===== src/hdl/lsu_pkg.sv =====
`default_nettype none

package lsu_pkg;

    // load/store opcodes
    typedef enum logic [3:0] {
        LD_B  = 4'd0,
        LD_BU = 4'd1,
        LD_H  = 4'd2,
        LD_HU = 4'd3,
        LD_W  = 4'd4,
        ST_B  = 4'd5,
        ST_H  = 4'd6,
        ST_W  = 4'd7,
        MOVE  = 4'd8
    } op_e;

    typedef logic [7:0] tag_t;  // returned untouched in the record

    // ex -> mem payload, 51 bits
    typedef struct packed {
        tag_t        tag;
        op_e         op;
        logic [4:0]  rd;
        logic [1:0]  lane;   // low address bits
        logic [31:0] value;  // base + offset, used by MOVE
    } ex_mem_t;

    // mem -> wb writeback record, 46 bits
    typedef struct packed {
        tag_t        tag;
        logic [4:0]  rd;
        logic        we;
        logic [31:0] data;
    } wb_rec_t;

    // picks the byte or half out of the read word and extends it
    function automatic logic [31:0] extend_load(op_e op, logic [1:0] lane, logic [31:0] word);
        logic [7:0]  byte_sel;
        logic [15:0] half_sel;
        logic [31:0] result;
        byte_sel = word[{lane, 3'b000} +: 8];
        half_sel = lane[1] ? word[31:16] : word[15:0];  // lane[0] ignored for halves
        case (op)
            LD_B:    result = {{24{byte_sel[7]}}, byte_sel};
            LD_BU:   result = {24'b0, byte_sel};
            LD_H:    result = {{16{half_sel[15]}}, half_sel};
            LD_HU:   result = {16'b0, half_sel};
            default: result = word;  // full word
        endcase
        return result;
    endfunction

endpackage

`default_nettype wire


===== src/hdl/mem_stage.sv =====
`timescale 1ns/100ps
`default_nettype none

module mem_stage (
    input  logic             clk,
    input  logic             resetn,
    input  logic             ex_valid,
    input  lsu_pkg::ex_mem_t ex_bus,
    input  logic [31:0]      rdata,
    input  logic             wb_allowin,
    output logic             mem_allowin,
    output logic             mem_valid_out,
    output lsu_pkg::wb_rec_t mem_bus
);
    import lsu_pkg::*;

    logic        mem_valid;
    ex_mem_t     mem_r;      // registered operation
    logic        mem_is_load;
    logic        mem_we;
    logic [31:0] mem_data;

    // rdata is ready the cycle after the transfer and stays put,
    // so the stage never has to wait
    assign mem_allowin   = ~mem_valid | wb_allowin;
    assign mem_valid_out = mem_valid;

    always_ff @(posedge clk) begin
        if (!resetn) begin
            mem_valid <= 1'b0;
        end else if (mem_allowin) begin
            mem_valid <= ex_valid;
        end
    end

    always_ff @(posedge clk) begin
        if (ex_valid && mem_allowin) begin
            mem_r <= ex_bus;
        end
    end

    assign mem_is_load = mem_r.op inside {LD_B, LD_BU, LD_H, LD_HU, LD_W};

    always_comb begin
        if (mem_is_load) begin
            mem_data = extend_load(mem_r.op, mem_r.lane, rdata);
            mem_we   = 1'b1;
        end else if (mem_r.op == MOVE) begin
            mem_data = mem_r.value;
            mem_we   = 1'b1;
        end else begin
            mem_data = 32'b0;   // stores write nothing back
            mem_we   = 1'b0;
        end
    end

    assign mem_bus = '{tag: mem_r.tag, rd: mem_r.rd, we: mem_we, data: mem_data};
endmodule

`default_nettype wire


===== config.mk =====
export PLATFORM = sky130hd
export DESIGN_NAME = mem_stage
export DESIGN_NICKNAME = d
export VERILOG_FILES = /design/src/hdl/lsu_pkg.sv /design/src/hdl/mem_stage.sv
export SDC_FILE = /design/constraint.sdc
export NUM_CORES = 1
export LEC_CHECK = 0
export CORE_ASPECT_RATIO = 0.8
export CORE_UTILIZATION = 35
export DETAILED_ROUTE_END_ITERATION = 7
export DONT_BUFFER_PORTS = 1
export GPL_TIMING_DRIVEN = 0
export PLACE_DENSITY = 0.54
export SYNTH_ARGS = -nofsm -noshare
export SYNTH_HDL_FRONTEND = slang
export SYNTH_SLANG_ARGS = --single-unit

===== constraint.sdc =====
create_clock -name clk -period 2.4 [get_ports clk]
set_clock_uncertainty 0.05 [all_clocks]
set_input_delay 0.48 -clock clk [delete_from_list [all_inputs] [get_ports clk]]
set_output_delay 0.48 -clock clk [all_outputs]
set_load 0.005 [all_outputs]

Yosys cells after proc, flatten, opt, wreduce, memory -nomap -nowiden. Index checks and enable logic that the tools add are counted. W data, S select, Z words.

Input port bits: 87. Output and inout port bits: 48. Logic and storage cells: 23. Register bits after elaboration: 52.

Reduce and logical (&&, ||, !) cells: 3. Mux-type cells: 6. Bitwise operators: 2. Eq/ne operators: 5. Shift-type cells: 1.

Operators by type and width (count): $pmux W32 S4 (1); $mux W32 (2); $shiftx A32 B6 Y8 (1); $mux W16 (1); $eq A4 B2 Y1 const B (2); $reduce_bool A5 Y1 (1); $eq A4 B1 Y1 const B (1); $eq A4 B3 Y1 const B (1); $eq A4 B4 Y1 const B (1); $logic_not A4 Y1 (1); $mux W1 (2); $logic_and A1 B1 Y1 (1); $not A1 Y1 (1); $or A1 B1 Y1 (1).

Depth between registers and ports, before layout.
Word-level depth: 3. Gate-level depth with buffers: 7. Depth with buffers taken out: 4.

Least setup slack after synthesis. No wires, ideal clock.

Path kind: input -> register. Start: input wb_allowin. End: register mem_r (netlist bit mem_bus[33]), enable pin. Path buffers: 0. Library setup time: 0.414 ns. Required time: 1.936 ns. Path slack: 0.083 ns. Arrival time: 1.853 ns. Stages: 2. Cell sequence: nand2b_1 and2_1.

Word-level cells in the longest chain between the ends: 2.

Ends and longest elaborated chain: start, declared (RTL line mem_stage.sv:10) `input logic wb_allowin,`; $or A1 B1 Y1 (RTL line mem_stage.sv:25) `assign mem_allowin = ~mem_valid | wb_allowin;`; $logic_and A1 B1 Y1 (RTL line mem_stage.sv:37) `if (ex_valid && mem_allowin) begin`; end signal, assigned (RTL line mem_stage.sv:38) `mem_r <= ex_bus;`; end, declared (RTL line mem_stage.sv:18) `ex_mem_t mem_r;`.

No other way between the ends. A chain may end at the register's enable or synchronous reset.

==> qor.txt <==
======================================================================================
Final setup violation count                                                          0
Top cell type's share of synthesized area                                        58.1%
Warning count from the yosys run                                                     0
Static power due to leakage                                                    1.27 nW
Dominant cell type by area after synthesis                                    edfxtp_1
Detail Placement HPWL                                                          5320 um
Number of flops mapped to enable cells by yosys                                     51
Gp weighted congestion                                                           0.823
Post-synth design cell area                                                   2640 um2
Overall power consumption                                                      1.89 mW
Slew at the pin with the worst max-slew slack                                 0.573 ns
Max Clk Rate                                                                   419 MHz
Post-route cell area                                                          3250 um2
Clk sinks                                                                           52
Biggest area contributors in the synthesized netlist                      edfxtp_1 (58%), a22oi_1 (5.1%), buf_4 (5.1%), nand2_1 (4.1%), a22o_1 (2.3%)
Number of top-level pins                                                           135
Total negative slack for setup checks                                             0 ns
Mean Syn Cell Area                                                            12.1 um2
Average wire length per cell after detail routing                              21.9 um
Ordered cell list for the critical path                                   mux2_4 -> o311ai_4 -> buf_6 -> nand2_1
Maximum number of pins on one net before global-route repair                        30
Die X-Extent                                                                   99.1 um
Standard cell core area                                                       7090 um2
Number of H-tree levels                                                              2
Worst endpoint required time                                                   1.87 ns
Antenna diode count                                                                  0
Crit path capture type                                                      output pin
Max-cap violations                                                                   0
Filler Cells Inserted                                                              653
TritonCTS buffer count                                                               5
Crit path max-delay cell type                                                 edfxtp_1
Data arrival time at the worst-slack endpoint                                  1.85 ns
Clk buf depth                                                                        2
Site row count                                                                      27
CP startpoint kind                                                            register
Layout-stage area growth over the synthesis result                               23.2%
CTS root buf                                                                  clkbuf_8
Min Hold Slack                                                                0.212 ns
Commonest non-fill, non-tap cells in the layout                           edfxtp_1 (51), buf_4 (34), nand2_1 (27)
Number of global-route vias before repair                                         1885
Worst R2R Setup Slack                                                          0.78 ns
Antenna violations before repair                                                     0
Net count of the mapped netlist                                                    305
Number of vias per cell                                                           5.69
Min Clock Period, post-route                                                   2.38 ns
Placed cell area                                                              2770 um2
Seq/Total Area, Yosys                                                            58.8%
RSZ-0062 raised after global routing                                               yes
Dominant register cell in the synthesized netlist                             edfxtp_1
Starting utilization of the core area                                            37.2%
Post-layout net count                                                              338
Most common cell after layout, fill and taps aside                            edfxtp_1
Final number of max-transition violations                                            0
Total die area                                                                7890 um2
Global-route wire length before repair                                        10400 um
Result of the run                                                         complete, no violations
Combined global-route utilization of all metal layers                            18.3%
Period utilization                                                               99.4%
Post-route setup slack                                                       0.0155 ns
Worst vdd ir                                                                  0.236 mV
Overall overflow remaining after global route                                        0
Number of distinct standard cells referenced by the synthesized netlist             40
Max stage delay on crit path                                                   0.50 ns
Number of iterations in the first detailed-routing pass                              4
Initial drt markers                                                                 94
Max-Slew Margin vs Limit                                                         61.8%
Drt total wl                                                                   7410 um
Post-CTS Hold Fix Bufs                                                               0
Vias after detailed routing                                                       1928
Drc violations                                                                       0
Worst-path clk slew                                                            0.10 ns
Count of input and output buffers                                                    0
Clock insertion delay at the later pin of the skew report                      0.30 ns
Count of mapped cells out of synthesis                                             218
Die H                                                                          79.6 um
Crit Path Category                                                             reg2out
Routed Antenna Nets                                                                  0
Ratio of cells with drive above 1 in the final layout                            36.1%
Worst hold path type                                                            in2reg
Async set or reset register ratio after synthesis                                   0%
Largest fanout of any net on the critical path                                      10
PD cells                                                                    580 nW/um2
CTS tree                                                                         built
Post-Place Setup Slack                                                        0.116 ns
Hold violation count in the final report                                             0
Total of flip-flops plus latches after synthesis                                    52
======================================================================================
-- cells in the mapped netlist, drive strengths merged (7+ instances only) --
cell    count
nor2b       7
nand2      29
o21ai      11
nor2       10
a22oi      18
a22o        7
edfxtp     51
a21oi       9
buf        26
-- final cells by class --
| class | count | area (um2) | share of cell area (%) |
|---|---|---|---|
| plain buffers | 27 | 230 | 7.08 |
| clock buffers | 5 | 68.8 | 2.12 |
| clock inverters | 3 | 22.5 | 0.693 |
| inverters | 3 | 11.3 | 0.346 |
| multi-input cells | 136 | 1020 | 31.4 |
| flip-flops and latches | 52 | 1550 | 47.7 |
| well taps | 87 | 109 | 3.35 |
| repair buffers | 26 | 236 | 7.27 |
-- layer usage --
| layer | GRT usage, % | vias up | share of wire, % |
|---|---|---|---|
| met1 | 21.4 | 924 | 40 |
| met5 | 0 | - | 0 |
| met4 | 5.59 | 0 | 1.7 |
| li1 | - | 880 | - |
| met3 | 7.53 | 11 | 11 |
| met2 | 30.7 | 113 | 47 |
-- metrics by stage --
step	util [%]	instances
3_3_place_gp	38.7	305
4_1_cts	42.9	329
6_report	45.8	339
3_5_place_dp	39.0	306
2_1_floorplan	-	218
5_1_grt	45.8	339
-- flip-flops by register name (all words and copies together) (netlist names) --
name,cells
mem_valid_out,1
mem_bus,13
mem_r,38
-- worst paths after layout --
kind / from / end / depth (start not counted)
setup / recovery: mem_r[33] / mem_bus[28] / 4
hold / removal: ex_bus[37] / mem_bus[36] / 0
setup reg to reg: mem_valid_out / mem_r[42] / 3
hold reg to reg: mem_valid_out / mem_valid_out / 2
-- what timing repair did --
| action | in CTS | in global routing |
|---|---|---|
| setup buffers | 14 | 9 |
| resized for setup | 17 | 34 |
| pin swaps | 5 | 10 |
| gates cloned | 1 | 1 |
| endpoints found under the setup margin | 33 | 33 |
-- logic make-up after synthesis --
kind of cell,after synthesis,share of synthesized area (%)
DFF,52,58.8
muxes,3,1.19
and+or+nand+nor,69,13.8
buffers and inverters,30,7.45
AOI/OAI and AO/OA,64,18.8
-- worst max-delay path: cells and delay by family (launching register included) --
| kind | cells | cell delay, ns |
|---|---|---|
| DFF | 1 | 0.50 |
| AOI/OAI and AO/OA | 1 | 0.39 |
| muxes | 1 | 0.37 |
| buffers and inverters | 1 | 0.20 |
| and+or+nand+nor | 1 | 0.09 |
-- power by group --
part | internal [mW] | switching [mW] | total [mW] | leakage (nW)
sequential | 1.06 | 0.0209 | 1.08 | 0.502
combinational | 0.136 | 0.155 | 0.291 | 0.722
clock | 0.210 | 0.304 | 0.514 | 0.0485
total | 1.41 | 0.480 | 1.89 | 1.27
Note: power is estimated with default switching activity, not from simulation.
