<file path="config.mk">
export PLATFORM = sky130hd
export DESIGN_NAME = ex_stage_flat
export DESIGN_NICKNAME = d
export VERILOG_FILES = /design/src/hdl/lsu_pkg.sv /design/src/hdl/sram_if.sv /design/src/hdl/ex_stage.sv /design/src/flat_wrapper.sv
export SDC_FILE = /design/constraint.sdc
export NUM_CORES = 1
export LEC_CHECK = 0
export BUFFER_PORTS_ARGS = -buffer_cell sky130_fd_sc_hd__buf_4
export CORE_MARGIN = 5
export CORE_UTILIZATION = 40
export CTS_CLUSTER_SIZE = 24
export DETAILED_ROUTE_END_ITERATION = 10
export PLACE_DENSITY = 0.74
export SYNTH_ARGS = -nofsm -noshare
export SYNTH_HDL_FRONTEND = slang
export SYNTH_SLANG_ARGS = --single-unit
</file>
<file path="constraint.sdc">
create_clock -name clk -period 8.6 [get_ports clk]
set_input_delay 1.72 -clock clk [delete_from_list [all_inputs] [get_ports clk]]
set_output_delay 1.72 -clock clk [all_outputs]
set_load 0.1 [all_outputs]
</file>
<file path="src/hdl/lsu_pkg.sv">
`default_nettype none

package lsu_pkg;

    // load/store opcodes
    typedef enum logic [3:0] {
        LD_B  = 4'd0,
        LD_BU = 4'd1,
        LD_H  = 4'd2,
        LD_HU = 4'd3,
        LD_W  = 4'd4,
        ST_B  = 4'd5,
        ST_H  = 4'd6,
        ST_W  = 4'd7,
        MOVE  = 4'd8
    } op_e;

    typedef logic [7:0] tag_t;  // returned untouched in the record

    // ex -> mem payload, 51 bits
    typedef struct packed {
        tag_t        tag;
        op_e         op;
        logic [4:0]  rd;
        logic [1:0]  lane;   // low address bits
        logic [31:0] value;  // base + offset, used by MOVE
    } ex_mem_t;

    // mem -> wb writeback record, 46 bits
    typedef struct packed {
        tag_t        tag;
        logic [4:0]  rd;
        logic        we;
        logic [31:0] data;
    } wb_rec_t;

    // picks the byte or half out of the read word and extends it
    function automatic logic [31:0] extend_load(op_e op, logic [1:0] lane, logic [31:0] word);
        logic [7:0]  byte_sel;
        logic [15:0] half_sel;
        logic [31:0] result;
        byte_sel = word[{lane, 3'b000} +: 8];
        half_sel = lane[1] ? word[31:16] : word[15:0];  // lane[0] ignored for halves
        case (op)
            LD_B:    result = {{24{byte_sel[7]}}, byte_sel};
            LD_BU:   result = {24'b0, byte_sel};
            LD_H:    result = {{16{half_sel[15]}}, half_sel};
            LD_HU:   result = {16'b0, half_sel};
            default: result = word;  // full word
        endcase
        return result;
    endfunction

endpackage

`default_nettype wire

</file>
<file path="src/hdl/sram_if.sv">
`timescale 1ns/100ps
`default_nettype none

// data SRAM port, one access per cycle
interface sram_if #(
    parameter int ADDR_WIDTH = 8
) ();
    logic                  en;     // pulsed on the transfer cycle
    logic [3:0]            we;     // byte enables, zero means read
    logic [ADDR_WIDTH-1:0] addr;   // word address
    logic [31:0]           wdata;  // already shifted into its lanes
    logic [31:0]           rdata;  // registered, held until next read

    modport stage (
        output en, we, addr, wdata,
        input  rdata
    );

    modport memory (
        input  en, we, addr, wdata,
        output rdata
    );
endinterface

`default_nettype wire

</file>
<file path="src/hdl/ex_stage.sv">
`timescale 1ns/100ps
`default_nettype none

module ex_stage #(
    parameter int ADDR_WIDTH = 8
) (
    input  logic             clk,
    input  logic             resetn,
    input  logic             in_req,
    output logic             in_ack,
    input  lsu_pkg::tag_t    in_tag,
    input  lsu_pkg::op_e     in_op,
    input  logic [4:0]       in_rd,
    input  logic [31:0]      in_base,
    input  logic [31:0]      in_offset,
    input  logic [31:0]      in_wdata,
    input  logic             mem_allowin,
    output logic             ex_valid,
    output lsu_pkg::ex_mem_t ex_bus,
    sram_if.stage            sram
);
    import lsu_pkg::*;

    tag_t                  ex_tag;
    op_e                   ex_op;
    logic [4:0]            ex_rd;
    logic [31:0]           ex_sum;    // full sum, MOVE result
    logic [31:0]           ex_wdata;
    logic [ADDR_WIDTH+1:0] ex_addr;   // masked byte address
    logic                  capture;
    logic                  ex_go;
    logic                  ex_is_load;
    logic                  ex_is_store;
    logic [31:0]           st_data;
    logic [3:0]            st_be;

    assign capture = in_req & ~in_ack & ~ex_valid;  // only when the holding reg is empty
    assign ex_go   = ex_valid & mem_allowin;

    // four-phase receiver, ack follows req down
    always_ff @(posedge clk) begin
        if (!resetn) begin
            in_ack <= 1'b0;
        end else if (capture) begin
            in_ack <= 1'b1;
        end else if (!in_req) begin
            in_ack <= 1'b0;
        end
    end

    always_ff @(posedge clk) begin
        if (!resetn) begin
            ex_valid <= 1'b0;
        end else if (capture) begin
            ex_valid <= 1'b1;
        end else if (ex_go) begin
            ex_valid <= 1'b0;  // handed to mem
        end
    end

    always_ff @(posedge clk) begin
        if (capture) begin
            ex_tag   <= in_tag;
            ex_op    <= in_op;
            ex_rd    <= in_rd;
            ex_sum   <= in_base + in_offset;
            ex_wdata <= in_wdata;
        end
    end

    assign ex_addr     = ex_sum[ADDR_WIDTH+1:0];
    assign ex_is_load  = ex_op inside {LD_B, LD_BU, LD_H, LD_HU, LD_W};
    assign ex_is_store = ex_op inside {ST_B, ST_H, ST_W};

    // move store data into its lane and build the byte enables
    always_comb begin
        case (ex_op)
            ST_B: begin
                st_data = ex_wdata << {ex_addr[1:0], 3'b000};
                st_be   = 4'b0001 << ex_addr[1:0];
            end
            ST_H: begin
                st_data = ex_wdata << {ex_addr[1], 4'b0000};
                st_be   = ex_addr[1] ? 4'b1100 : 4'b0011;
            end
            default: begin
                st_data = ex_wdata;
                st_be   = 4'b1111;
            end
        endcase
    end

    assign sram.en    = ex_go & (ex_is_load | ex_is_store);  // MOVE leaves the SRAM alone
    assign sram.we    = ex_is_store ? st_be : 4'b0000;
    assign sram.addr  = ex_addr[ADDR_WIDTH+1:2];
    assign sram.wdata = st_data;

    assign ex_bus = '{tag: ex_tag, op: ex_op, rd: ex_rd, lane: ex_addr[1:0], value: ex_sum};
endmodule

`default_nettype wire

</file>
<file path="src/flat_wrapper.sv">
// flat-port wrapper written by rule: the top's interface ports become plain ports
module ex_stage_flat import lsu_pkg::*;
#(
    parameter int ADDR_WIDTH = 8
)
  (clk, resetn, in_req, in_ack, in_tag, in_op, in_rd, in_base, in_offset, in_wdata, mem_allowin, ex_valid, ex_bus, sram_en, sram_we, sram_addr, sram_wdata, sram_rdata);
  sram_if #(.ADDR_WIDTH(ADDR_WIDTH)) sram_i ();
  input  logic clk;
  input  logic resetn;
  input  logic in_req;
  output logic in_ack;
  input  lsu_pkg::tag_t in_tag;
  input  lsu_pkg::op_e in_op;
  input  logic [4:0] in_rd;
  input  logic [31:0] in_base;
  input  logic [31:0] in_offset;
  input  logic [31:0] in_wdata;
  input  logic mem_allowin;
  output logic ex_valid;
  output lsu_pkg::ex_mem_t ex_bus;
  output wire logic [$bits(sram_i.en)-1:0] sram_en;
  output wire logic [$bits(sram_i.we)-1:0] sram_we;
  output wire logic [$bits(sram_i.addr)-1:0] sram_addr;
  output wire logic [$bits(sram_i.wdata)-1:0] sram_wdata;
  input wire logic [$bits(sram_i.rdata)-1:0] sram_rdata;
  assign sram_en = sram_i.en;
  assign sram_we = sram_i.we;
  assign sram_addr = sram_i.addr;
  assign sram_wdata = sram_i.wdata;
  assign sram_i.rdata = sram_rdata;
  ex_stage #(.ADDR_WIDTH(ADDR_WIDTH)) u_core (.clk(clk), .resetn(resetn), .in_req(in_req), .in_ack(in_ack), .in_tag(in_tag), .in_op(in_op), .in_rd(in_rd), .in_base(in_base), .in_offset(in_offset), .in_wdata(in_wdata), .mem_allowin(mem_allowin), .ex_valid(ex_valid), .ex_bus(ex_bus), .sram(sram_i));
endmodule
</file>
# [After elaboration in Yosys (flattened, before gate mapping)]
# Cells that the tools add are included.
[classes] add_sub_neg=1 n_mul=0 div_mod_pow=0 order_cmp=0 eq_ne=8 n_shift=3 muxes=8 bitwise_logic=7 n_reduce_logical=4
[ops] operator="32-bit one-hot mux with 2 select lines" count=1
[ops] operator="32-bit by 5-bit << shifter with 32-bit output" count=2
[ops] operator="32-bit adder" count=1
[ops] operator="4-bit by 3-bit == test with 1-bit output, second input constant" count=4
[ops] operator="4-bit by 2-bit == test with 1-bit output, second input constant" count=2
[ops] operator="4-bit 2-to-1 mux" count=2
[ops] operator="4-bit one-hot mux with 2 select lines" count=1
[ops] operator="5-bit nonzero test" count=1
[ops] operator="1-bit bitwise AND" count=4
[ops] operator="4-bit by 1-bit == test with 1-bit output, second input constant" count=1
[ops] operator="4-bit zero test" count=1
[ops] operator="1-bit 2-to-1 mux" count=4
[ops] operator="1-bit by 2-bit << shifter with 4-bit output, first input constant" count=1
[ops] operator="3-bit nonzero test" count=1
[ops] operator="2-bit by 1-bit inequality test with 1-bit output, second input constant" count=1
[ops] operator="1-bit inverter" count=2
[ops] operator="2-bit nonzero test" count=1
[ops] operator="1-bit OR" count=1
[totals] ff_bits=83 latch_bits=0 ram_bits=0 rom_bits=0 in_bits=149 out_inout_bits=98 elab_cells=38 memories=0

# [Longest topological paths before layout]
[depth] ltp_word=4 ltp_mapped=9

# [Worst setup path before layout]
# Ideal clock, no wire load.
[synth_path] path_type="in2reg" startpoint="in in_req" endpoint="reg u_core.ex_op[0] (enable)" setup_time_ps=640 arrival_time_ps=7604 required_ps=7960 setup_slack_ps=356 cell_stages=1 path_cell_list="nor3b_1"
[synth_via] elab_chain_len=2
[synth_lines] item="start, declared" line="flat_wrapper.sv:10" text="input logic in_req;"
[synth_lines] item="1-bit bitwise AND (2 in a row)" line="ex_stage.sv:37" text="assign capture = in_req & ~in_ack & ~ex_valid;"
[synth_lines] item="end signal, assigned" line="ex_stage.sv:64" text="ex_op <= in_op;"
[synth_lines] item="end, declared" line="ex_stage.sv:25" text="op_e ex_op;"
# Every way passes these cells.
# A chain may end at the register's enable or synchronous reset.

# [Final worst setup path]
[layout_path] startpoint="reg u_core.ex_op[3]" endpoint="out sram_wdata[23]"
[layout_via] elab_chain_len=2 elab_cells_between_ends=3 cone_classes="2 x eq/ne; 1 x mux"
[layout_lines] item="4-bit by 3-bit == test with 1-bit output" line="ex_stage.sv:77" text="case (ex_op)"
[layout_lines] item="32-bit one-hot mux with 2 select lines *" line="ex_stage.sv:77"
[layout_lines] item="end, declared" line="flat_wrapper.sv:24" text="output wire logic [$bits(sram_i.wdata)-1:0] sram_wdata;"
# Mark *: on every way between the ends. The rest lies on a longest branch, timed or not.

==> flow_metrics.py <==
metrics = {
    "critical_path": {
        "path_class": "reg2out",
        "r2r_setup_slack_ps": 6840,
        "required_ps": 6880,
        "crit_path_start_kind": "register",
        "worstPathArrival_ps": 3360,
        "rr_endpoint": "u_core.ex_sum[13]",
        "r2r_cells": 2,
        "regToRegStartpoint": "u_core.ex_valid",
        "crit_fanout": 20,
        "end_kind": "output port",
    },
    "cells_and_area": {
        "nNetsFinal": 825,
        "post_layout_nonfiller_instances": 796,
        "finalCoreUtilization": 0.570,
        "insertedDiodeCount": 0,
        "drive_gt1_frac": 0.371,
        "area_growth_pct": 40.0,
        "n_fill_cell": 1043,
    },
    "cts": {
        "clk_path_buf_depth": 2,
        "clk_pin_slew_ps": 60,
        "ctsHoldBuffers": 0,
        "cts_root_buffer": "clkbuf_16",
        "htree_levels": 3,
        "ctsResizeCount": 0,
        "cts_tree": "built",
        "cts_setup_buffers": 0,
        "numCtsBuffers": 9,
        "clk_latency_ps": 340,
        "clock_sinks": 83,
    },
    "routing": {
        "wl_per_cell_microns": 18.3,
        "final_antenna_net_count": 0,
        "vias": 4420,
        "drt_wl_total_microns": 14600,
        "drc": 0,
        "first_pass_iters": 6,
        "first_iter_violations": 281,
        "viasPerCell": 5.55,
    },
    "placement": {
        "portBuffers": 214,
        "hpwl_microns": 11300,
        "dp_cells": 780,
        "dpl_worst_slack_ps": 4000,
        "place_congestion": 0.854,
    },
    "floorplanning": {
        "die_area_sq_mm": 0.0145,
        "die_w_microns": 121,
        "ios": 247,
        "initial_core_util": 0.407,
        "num_rows": 40,
        "core_sq_mm": 0.0120,
        "die_y_microns": 121,
    },
    "global_route": {
        "groute.usage.overall": 0.197,
        "grt_pass1_vias": 4570,
        "grt_pass1_wl_microns": 22500,
        "grt_overflow": 0,
        "grt_max_degree": 83,
        "antenna_found_initial": 0,
    },
    "worst_hold_path": {
        "min_path_type": "reg2reg",
        "min_from": "u_core.in_ack",
        "min_to": "u_core.in_ack",
        "worstHoldPathCells": 2,
    },
    "outcome": {
        "status": "finished clean",
    },
    "sta": {
        "worst_slack_ps": 3520,
        "period_share": 0.590,
        "period_minus_slack_ps": 5080,
        "slew_violations": 0,
        "fin_worst_skew_ps": 4.93,
        "maxSlewHeadroom": 0.309,
        "finalSetupViolCount": 0,
        "worst_pin_slew_ps": 1040,
        "hold_viol_final": 0,
        "tns_ps": 0,
        "rsz0062_at_grt": "no",
        "fmax_mhz": 197,
    },
    "logic_synthesis": {
        "async_reset_ff_frac": 0,
        "avgSynthCellArea_sq_um": 11.1,
        "syn_nets": 623,
        "synth_area_sq_mm": 0.00489,
        "ys_dominant_reg_cell": "edfxtp_1",
        "synth_edf_count": 81,
        "ys_seq_area_frac": 0.506,
        "synth_warnings": 0,
        "netlist_instances": 442,
        "synthDistinctLibCells": 52,
        "ys_ff_latch": 83,
    },
    "job": {
        "cap_viol_max_count": 0,
    },
    "pwr": {
        "p_leak_uw": 0.00297,
        "p_per_area_mw_per_mm2": 218,
        "ir_worst_vdd_v": 0.0000871,
    },
}
-- cell usage in the layout, fill, tap and decap left out, drive strengths merged, types with 9 or more instances in the layout --
master	count
buf	216
edfxtp	81
a21oi	39
o21ai	34
ha	31
nand2	28
nor2	26
xnor2	22
a21o	18
a22oi	16
nor2b	10
clkbuf	10
inv	10
o22ai	9
-- per-stage QoR --
| stage | total power (uW) | hold WS [ps] | cell area [sq um] |
|---|---|---|---|
| detailed placement | 1140 | 479 | 6570 |
| global route | 1560 | 522 | 6840 |
| CTS | 1510 | 486 | 6840 |
| floorplan | 995 | 881 | 4890 |
| global placement | 1130 | 459 | 6570 |
| finish | 1490 | 483 | 6840 |
-- cell families after synthesis --
family,count (synthesis),share of synthesized area
DFF,83,0.506
AOI/OAI and AO/OA,153,0.203
xor gates and xnor gates,30,0.0537
muxes,8,0.0164
adders and majority gates,32,0.0834
buffers and inverters,32,0.0328
and+or+nand+nor,104,0.105
-- worst max path at each step --
stage	start	end	cells after the start
floorplan	in_req	u_core.ex_op[0]	1
global placement	u_core.ex_op[3]	sram_wdata[17]	7
global route	u_core.ex_op[0]	sram_wdata[21]	7
CTS	u_core.ex_op[3]	sram_wdata[23]	7
detailed placement	u_core.ex_op[3]	sram_wdata[23]	7
finish	u_core.ex_op[3]	sram_wdata[23]	7
-- critical path: stages, from the launching register on --
cell,delay [ps]
edfxtp_1,410
nand2b_1,270
a21o_1,430
nor2_1,670
and2_0,570
a22oi_1,160
o21ai_0,160
buf_4,340
-- where the power goes --
group          switching, uW  total [uW]  internal (uW)
Combinational            459         618            159
Sequential              19.4         513            494
Clock                    160         360            199
-- final cells by class --
type                       instances  area [sq um]  share of cell area
sequential                        83          2470               0.361
tap                              147           184              0.0269
multi-input combinational        327          2260               0.330
clock inverter                     6          48.8             0.00713
timing repair buffer             216          1620               0.237
clock buffer                      10           229              0.0335
inverter                           7          26.3             0.00384
-- synth_stat cells (all sizes together) (9+ instances only) --
cell type	count	share of area
edfxtp	81	0.50
a21oi	39	0.040
o21ai	34	0.036
ha	31	0.079
nand2	28	0.021
nor2	26	0.020
xnor2	22	0.039
a21o	18	0.028
a22oi	16	0.025
clkbuf	13	0.010
buf	12	0.017
nor2b	10	0.013
o22ai	9	0.012
-- layer usage --
layer  vias to the layer above  global-route usage  part of all wire
met3                        35              0.0594              0.11
met2                       271               0.327              0.48
li1                       2089                   -                 -
met1                      2025               0.231              0.39
met4                         0              0.0977             0.025
met5                         -                   0                 0
-- sequential cells by signal (all words and copies together) (netlist names) --
name	cells
u_core.ex_wdata	32
u_core.ex_tag	8
u_core.ex_rd	5
u_core.ex_op	4
u_core.in_ack	1
u_core.ex_sum	32
u_core.ex_valid	1
Power figures use the tool's default switching activity.
