===== src/hdl/lsu_pkg.sv =====
`default_nettype none

package lsu_pkg;

    // load/store opcodes
    typedef enum logic [3:0] {
        LD_B  = 4'd0,
        LD_BU = 4'd1,
        LD_H  = 4'd2,
        LD_HU = 4'd3,
        LD_W  = 4'd4,
        ST_B  = 4'd5,
        ST_H  = 4'd6,
        ST_W  = 4'd7,
        MOVE  = 4'd8
    } op_e;

    typedef logic [7:0] tag_t;  // returned untouched in the record

    // ex -> mem payload, 51 bits
    typedef struct packed {
        tag_t        tag;
        op_e         op;
        logic [4:0]  rd;
        logic [1:0]  lane;   // low address bits
        logic [31:0] value;  // base + offset, used by MOVE
    } ex_mem_t;

    // mem -> wb writeback record, 46 bits
    typedef struct packed {
        tag_t        tag;
        logic [4:0]  rd;
        logic        we;
        logic [31:0] data;
    } wb_rec_t;

    // picks the byte or half out of the read word and extends it
    function automatic logic [31:0] extend_load(op_e op, logic [1:0] lane, logic [31:0] word);
        logic [7:0]  byte_sel;
        logic [15:0] half_sel;
        logic [31:0] result;
        byte_sel = word[{lane, 3'b000} +: 8];
        half_sel = lane[1] ? word[31:16] : word[15:0];  // lane[0] ignored for halves
        case (op)
            LD_B:    result = {{24{byte_sel[7]}}, byte_sel};
            LD_BU:   result = {24'b0, byte_sel};
            LD_H:    result = {{16{half_sel[15]}}, half_sel};
            LD_HU:   result = {16'b0, half_sel};
            default: result = word;  // full word
        endcase
        return result;
    endfunction

endpackage

`default_nettype wire


===== src/hdl/wb_stage.sv =====
`timescale 1ns/100ps
`default_nettype none

module wb_stage (
    input  logic             clk,
    input  logic             resetn,
    input  logic             mem_valid_out,
    input  lsu_pkg::wb_rec_t mem_bus,
    input  logic             out_ack,
    output logic             wb_allowin,
    output logic             out_req,
    output lsu_pkg::tag_t    out_tag,
    output logic [4:0]       out_rd,
    output logic             out_we,
    output logic [31:0]      out_data
);
    import lsu_pkg::*;

    // four-phase sender states
    typedef enum logic [1:0] {
        WB_EMPTY = 2'd0,
        WB_LOAD  = 2'd1,   // record held, req goes up next
        WB_REQ   = 2'd2,   // req high, waiting for ack
        WB_WAIT  = 2'd3    // req low, waiting for ack to fall
    } wb_state_e;

    wb_state_e state;
    wb_rec_t   wb_r;

    assign wb_allowin = (state == WB_EMPTY);

    always_ff @(posedge clk) begin
        if (!resetn) begin
            state <= WB_EMPTY;
        end else begin
            case (state)
                WB_EMPTY: if (mem_valid_out) state <= WB_LOAD;
                WB_LOAD:  state <= WB_REQ;
                WB_REQ:   if (out_ack) state <= WB_WAIT;
                WB_WAIT:  if (!out_ack) state <= WB_EMPTY;  // freed on ack fall
                default:  state <= WB_EMPTY;
            endcase
        end
    end

    always_ff @(posedge clk) begin
        if (mem_valid_out && wb_allowin) begin
            wb_r <= mem_bus;
        end
    end

    assign out_req  = (state == WB_REQ);
    assign out_tag  = wb_r.tag;
    assign out_rd   = wb_r.rd;
    assign out_we   = wb_r.we;
    assign out_data = wb_r.data;
endmodule

`default_nettype wire


===== config.mk =====
export PLATFORM = sky130hd
export DESIGN_NAME = wb_stage
export DESIGN_NICKNAME = d
export VERILOG_FILES = /design/src/hdl/lsu_pkg.sv /design/src/hdl/wb_stage.sv
export SDC_FILE = /design/constraint.sdc
export NUM_CORES = 1
export LEC_CHECK = 0
export BUFFER_PORTS_ARGS = -buffer_cell sky130_fd_sc_hd__buf_2
export CORE_UTILIZATION = 37
export DETAILED_ROUTE_END_ITERATION = 8
export GPL_TIMING_DRIVEN = 0
export HOLD_SLACK_MARGIN = 0.02
export PLACE_DENSITY = 0.74
export RECOVER_POWER = 100
export SLEW_MARGIN = 40
export SYNTH_ARGS = -nofsm -noshare
export SYNTH_HDL_FRONTEND = slang
export SYNTH_SLANG_ARGS = --single-unit

===== constraint.sdc =====
create_clock -name clk -period 2.3 [get_ports clk]
set_clock_uncertainty 0.05 [all_clocks]
set_input_delay 0.345 -clock clk [delete_from_list [all_inputs] [get_ports clk]]
set_output_delay 0.345 -clock clk [all_outputs]
set_load 0.01 [all_outputs]

======== Yosys cells after proc, flatten, opt, wreduce, memory -nomap -nowiden ========
Cells that the tools add are included.
storage, ports and cells
  bits of input ports ..................... 50
  register bits ........................... 48
  word-level logic and storage cells ...... 18
operators by class
  reductions and logical operators ........ 3
  equal/unequal tests ..................... 6
  muxes and demuxes ....................... 4
operators with widths
  kind                                                              count
  2-bit one-hot mux with 4 select lines                             1
  2-bit two-way mux                                                 3
  2-bit inequality test (second input constant)                     3
  2-bit == test (second input constant)                             2
  3-bit AND reduction                                               1
  2-bit by 1-bit == test with 1-bit output (second input constant)  1
  2-bit logical NOT                                                 1
  1-bit logical AND                                                 1

======== Logic depth before layout (Yosys ltp) ========
Gate-level depths: netlist of run 1.
  word-level depth ........................ 3
  depth in mapped cells ................... 5

======== Worst setup path after synthesis of run 1 ========
No wires, ideal clock.
  path kind ............................... register -> register
  from .................................... register state[0]
  to ...................................... register wb_r, in the netlist out_data[0] (enable)
  cell stages (with the launch flop) ...... 4
  clock period less this slack ............ 2265 ps
  setup slack ............................. 35 ps
  data arrival time ....................... 1807 ps
  setup time .............................. 408 ps
  buffers on the path ..................... 0
  cell sequence ........................... dfxtp_1 -> inv_1 -> ha_1 -> and2_1
between the ends
  cells in the longest elaborated chain, start to end .. 2
RTL lines
  element                   RTL line        source
  start: declaration        wb_stage.sv:27  wb_state_e state;
  start signal: assignment  wb_stage.sv:34  state <= WB_EMPTY;
  start signal: assignment  wb_stage.sv:37  WB_EMPTY: if (mem_valid_out) state <= WB_LOAD;
  start signal: assignment  wb_stage.sv:38  WB_LOAD: state <= WB_REQ;
  2-bit logical NOT         wb_stage.sv:30  assign wb_allowin = (state == WB_EMPTY);
  net wb_allowin            wb_stage.sv:10  output logic wb_allowin,
  1-bit logical AND         wb_stage.sv:47  if (mem_valid_out && wb_allowin) begin
  end signal: assignment    wb_stage.sv:48  wb_r <= mem_bus;
  end: declaration          wb_stage.sv:28  wb_rec_t wb_r;
The timed path passes the listed nets, and every way through them passes these cells.
A chain may end at the register's enable or synchronous reset.

======== Worst setup path after layout of run 1 ========
  from .................................... register state[0]
  to ...................................... register wb_r, in the netlist out_tag[3] (enable)
between the ends
  cells in the longest elaborated chain, start to end .. 2
RTL lines
  element            RTL line
  2-bit logical NOT  wb_stage.sv:30
  1-bit logical AND  wb_stage.sv:47
No other way between the ends.

==> results of run 1 <==
[logic make-up after synthesis]
family / synth area share [%]
flip-flops: 91.5
adder cells (fa/ha/maj): 3.22
AND/OR/NAND/NOR: 1.69
AO/OA/AOI/OAI: 2.25
buffers and inverters: 0.725
multiplexers: 0.644
[registers in the layout, summed over array words and instances (netlist names)]
signal    flops
out_data     32
out_tag       8
out_rd        5
state         2
out_we        1
[per-layer routing]
metal | GRT usage (%) | up-vias
met3 | 6.51 | 2
met5 | 0 | -
met4 | 4.79 | 0
li1 | - | 453
met2 | 19.7 | 53
met1 | 12.2 | 434
[through the flow]
| stage | hold WS (ns) | cells | total power, W | util (%) |
|---|---|---|---|---|
| after floorplan | 0.394 | 64 | 0.00155 | - |
| after global placement | 0.428 | 211 | 0.00178 | 52.2 |
| after detailed placement | 0.473 | 211 | 0.00181 | 52.2 |
| after CTS | 0.164 | 219 | 0.00238 | 55.0 |
| after global routing | 0.154 | 219 | 0.00242 | 53.4 |
| final | 0.174 | 219 | 0.00230 | 53.4 |
[power by group]
part           switching, W  internal [W]
Combinational      0.000309      0.000151
Sequential        0.0000562       0.00121
Clock              0.000252      0.000322
Total              0.000617       0.00168
[critical path, cell delays in order (launching register included)]
cell and delay, ns:
dfxtp_1 0.34, inv_1 0.11, ha_1 0.23, and2_4 0.53
[cells in the final DEF, fill, tap and decap left out]
| cell | instances |
|---|---|
| a221oi_1 | 1 |
| o211a_1 | 1 |
| nand2_1 | 2 |
| buf_2 | 49 |
| clkinv_1 | 1 |
| edfxtp_1 | 46 |
| bufinv_16 | 1 |
| or2_0 | 1 |
| clkinv_4 | 1 |
| nor2b_1 | 1 |
| ha_1 | 4 |
| clkbuf_1 | 48 |
| dfxtp_1 | 2 |
| mux2i_1 | 1 |
| and2_4 | 1 |
| inv_1 | 3 |
| a221o_1 | 1 |
| clkbuf_8 | 5 |
[worst paths after layout]
kind | start | to | slack (ns) | depth (start not counted)
worst min register to register | state[1] | state[1] | 0.48 | 2
worst max-delay path | state[0] | out_tag[3] | 0.67 | 3
worst max register to register | state[0] | out_tag[3] | 0.67 | 3
worst min-delay path | mem_bus[6] | out_data[6] | 0.17 | 1
[area by class of cell]
| type | instances | area share, % |
|---|---|---|
| repair buffers | 97 | 19.8 |
| clock inverters | 3 | 1.98 |
| multi-input cells | 13 | 5.47 |
| clock buffers | 5 | 3.20 |
| well taps | 50 | 2.91 |
| inverters | 3 | 0.524 |
| flip-flops and latches | 48 | 66.1 |
==> impl_metrics.ini, run 1 <==
[die]
core-area_mm2 = 0.00403
die_y_um = 66.8
dieArea_mm2 = 0.00446
num_rows = 23
io-pin-count = 98
die_x_um = 66.8
start_util_pct = 38.6

[routing]
via_per_inst = 4.30
wl_per_cell_um = 12.7
drtIter0Drc = 31
vias = 942
wl_met3_um = 336
ant_nets = 0
wl_met2_um = 1420
highest_layer = met4
routed_wl_um = 2780
dr.pass1.iters = 3
drc = 0
met1_length_um = 1010

[timing]
worstMarginPinSlew_ns = 0.561
maxSlewViolCount = 0
timing.final.crit_share_pct = 70.9
clock.fmax_mhz = 613
period_needed_ns = 1.63
finalSetupViolCount = 0
tns_ns = 0
layout_setup_ws_ns = 0.669
max_slew_margin_pct = 62.6
hold_viol_final = 0
rsz0062_at_grt = no

[synthesis]
synth_area_leaders = edfxtp_1, ha_1, dfxtp_1
synth_top_cell_area_share_pct = 88.9
synth_most_common_cell = edfxtp_1
ys_top_cells_by_count = edfxtp_1, ha_1, inv_1, dfxtp_1, nand2_1
ys_warn_count = 0
avgSynthCellArea_um2 = 24.3
yosys.area.top_type = edfxtp_1
synth_cell_types = 12
synthesis.area_mm2 = 0.00155
synth_nets = 118
synth-seq-area-share_pct = 91.5
syn-instance-count = 64
synth_edf_count = 46
ys_ff_latch = 48
synthFlopType = edfxtp_1
async_flop_share_pct = 0

[layout]
fin_area_mm2 = 0.00215
antennaDiodeCount = 0
layout-drive-gt1-share_pct = 33.7
syn2layout_area_growth_pct = 38.3
final-seq-area_mm2 = 0.00142
nFillCells = 365
nets = 222
multiInputGateArea_um2 = 118

[clock_network]
ctsHoldBuffers = 0
ctsLongestPathBuffers = 2
clk_pin_slew_worst_paths_ns = 0.09
cts-resized-gates = 0
cts_root_buf = clkbuf_8
clock-sinks = 48
cts_tree = built
clock_latency_ns = 0.28
cts_max_level = 2
cts_setup_buffers = 0
cts_made_buffers = 5

[pwr]
p_leak_nw = 0.831
peakVddDrop_v = 0.000648
power.density_mw_per_mm2 = 1070

[worst_hold_path]
hold_class = primary input to register

[place]
gp_congestion = 0.680
portBuffers = 97
dp_slack_ns = 0.635
dpl_cell_area_mm2 = 0.00210

[critical_path]
worstSetupPathType = register to register
start_kind = register
path_max_fanout = 46
cp_data_required_time_ns = 2.17
critical_path_arrival_ns = 1.51
crit_path_end_kind = register

[global_route]
grt_usage_pct = 11.8
antenna_found_initial = 0
grt_first_pass_wirelength_um = 3640
grt_pass1_vias = 824
grt_max_degree = 47
grt_overflow = 0

[run_status]
status = finished, final reports clean

[run]
cap_violations = 0
Power figures use the tool's default switching activity.
==> run 2: changes to the inputs <==
--- a/config.mk
+++ b/config.mk
@@ -6,11 +6,11 @@
 export NUM_CORES = 1
 export LEC_CHECK = 0
 export BUFFER_PORTS_ARGS = -buffer_cell sky130_fd_sc_hd__buf_2
-export CORE_UTILIZATION = 37
+export CORE_UTILIZATION = 41
 export DETAILED_ROUTE_END_ITERATION = 8
 export GPL_TIMING_DRIVEN = 0
 export HOLD_SLACK_MARGIN = 0.02
-export PLACE_DENSITY = 0.74
+export PLACE_DENSITY = 0.78
 export RECOVER_POWER = 100
 export SLEW_MARGIN = 40
 export SYNTH_ARGS = -nofsm -noshare
==> constraint.sdc (replaced) <==
create_clock -name clk -period 1.6 [get_ports clk]
set_clock_uncertainty 0.05 [all_clocks]
set_input_delay 0.24 -clock clk [delete_from_list [all_inputs] [get_ports clk]]
set_output_delay 0.24 -clock clk [all_outputs]
set_load 0.01 [all_outputs]
==> impl_metrics.ini, run 2 (synthesis results as in run 1) <==
[critical_path]
crit_chain = inv_1 > ha_2 > and2_4
path_max_fanout = 23
start_kind = register
cp_data_required_time_ns = 1.51
max_stage_delay_ns = 0.36
crit_path_end_kind = register
slowest_stage = and2_4
critical_path_arrival_ns = 1.37
worstSetupPathType = register to register

[global_route]
grt_first_pass_wirelength_um = 4240
antenna_found_initial = 0
grt_max_degree = 24
grt_usage_pct = 14.6
grt_overflow = 0
grt_pass1_vias = 936

[die]
core-area_mm2 = 0.00366
num_rows = 22
dieArea_mm2 = 0.00404
io-pin-count = 98
die_y_um = 63.6
start_util_pct = 42.4
die_x_um = 63.6

[layout]
final_common_cell = buf_2
layout.cells.non_filler = 218
largest_reg_flops = 32
final_core_util_pct = 58.4
fin_area_mm2 = 0.00214
syn2layout_area_growth_pct = 37.6
antennaDiodeCount = 0
layout-drive-gt1-share_pct = 35.3
nets = 223
layout_common_cells = buf_2, clkbuf_1, edfxtp_1, clkbuf_8

[clock_network]
cts_tree = built
cts_max_level = 2
cts_root_buf = clkbuf_8
clock_latency_ns = 0.28
ctsLongestPathBuffers = 2
clock-sinks = 48
cts_made_buffers = 5
clk_pin_slew_worst_paths_ns = 0.08
ctsHoldBuffers = 0

[place]
post-dp-hpwl_um = 2000
gp_congestion = 0.641
portBuffers = 97
dp.cells = 209
dpl_cell_area_mm2 = 0.00210

[pwr]
power.density_mw_per_mm2 = 1490
p_leak_nw = 0.822
peakVddDrop_v = 0.000805

[run]
cap_violations = 0

[routing]
via_per_inst = 4.45
wl_per_cell_um = 13.0
dr.pass1.iters = 4
drc = 0
routed_wl_um = 2840
vias = 971
drtIter0Drc = 80
ant_nets = 0

[timing]
rsz0062_at_grt = no
max_slew_margin_pct = 79.7
hold_viol_final = 0
period_needed_ns = 1.46
worstMarginPinSlew_ns = 0.305
maxSlewViolCount = 0
clock.fmax_mhz = 687
finalSetupViolCount = 0
timing.final.crit_share_pct = 91.0

[worst_hold_path]
hold_class = primary input to register

[run_status]
status = finished, final reports clean
[run 2: critical path, delay by kind of cell, from the launching register on]
family / cells / cell delay (ns)
flops: 1 / 0.33
buf+inv: 1 / 0.12
simple gates: 1 / 0.36
fa+ha+maj: 1 / 0.27
[run 2: layout make-up]
cell class / count / area [um2]
Timing Repair Buffer: 97 / 427
Multi-Input combinational cell: 14 / 135
Clock buffer: 6 / 72.6
Clock inverter: 2 / 11.3
Fill cell: 331 / 1520
Sequential cell: 48 / 1420
Tap cell: 48 / 60.1
Inverter: 3 / 11.3
[run 2: per-stage QoR]
stage	hold slack, ns	worst slack, ns	setup TNS, ns	power, W
6_report	0.0717	0.144	0	0.00318
4_1_cts	0.0590	0.0568	0	0.00328
5_1_grt	0.0451	0.0653	0	0.00336
2_1_floorplan	0.289	0.0582	0	0.00222
3_5_place_dp	0.368	-0.0690	-3.07	0.00260
3_3_place_gp	0.367	0.0251	0	0.00255
[run 2: final timing paths]
kind | startpoint | cells after the start | slack (ns) | endpoint
setup / recovery | state[0] | 3 | 0.14 | out_data[17]
hold / removal | mem_bus[27] | 1 | 0.07 | out_data[27]
setup reg to reg | state[0] | 3 | 0.14 | out_data[17]
hold reg to reg | state[1] | 2 | 0.48 | state[1]
[run 2: power breakdown]
part           switching [W]  leakage (nW)  internal, W
Sequential         0.0000810         0.453      0.00174
Combinational       0.000465         0.330     0.000241
Clock               0.000355        0.0388     0.000303
[run 2: what timing repair did]
item                       in CTS  in global routing
setup buffers                   0                  0
setup endpoints to repair      46                 10
gates cloned                    1                  0
resized for setup               1                  1
pin swaps                       1                  0
[run 2: layer usage]
layer | global-route usage (%) | share of wire, %
met2 | 25.9 | 52
met3 | 6.88 | 9.7
met1 | 15.1 | 38
met4 | 4.26 | 0.95
met5 | 0 | 0
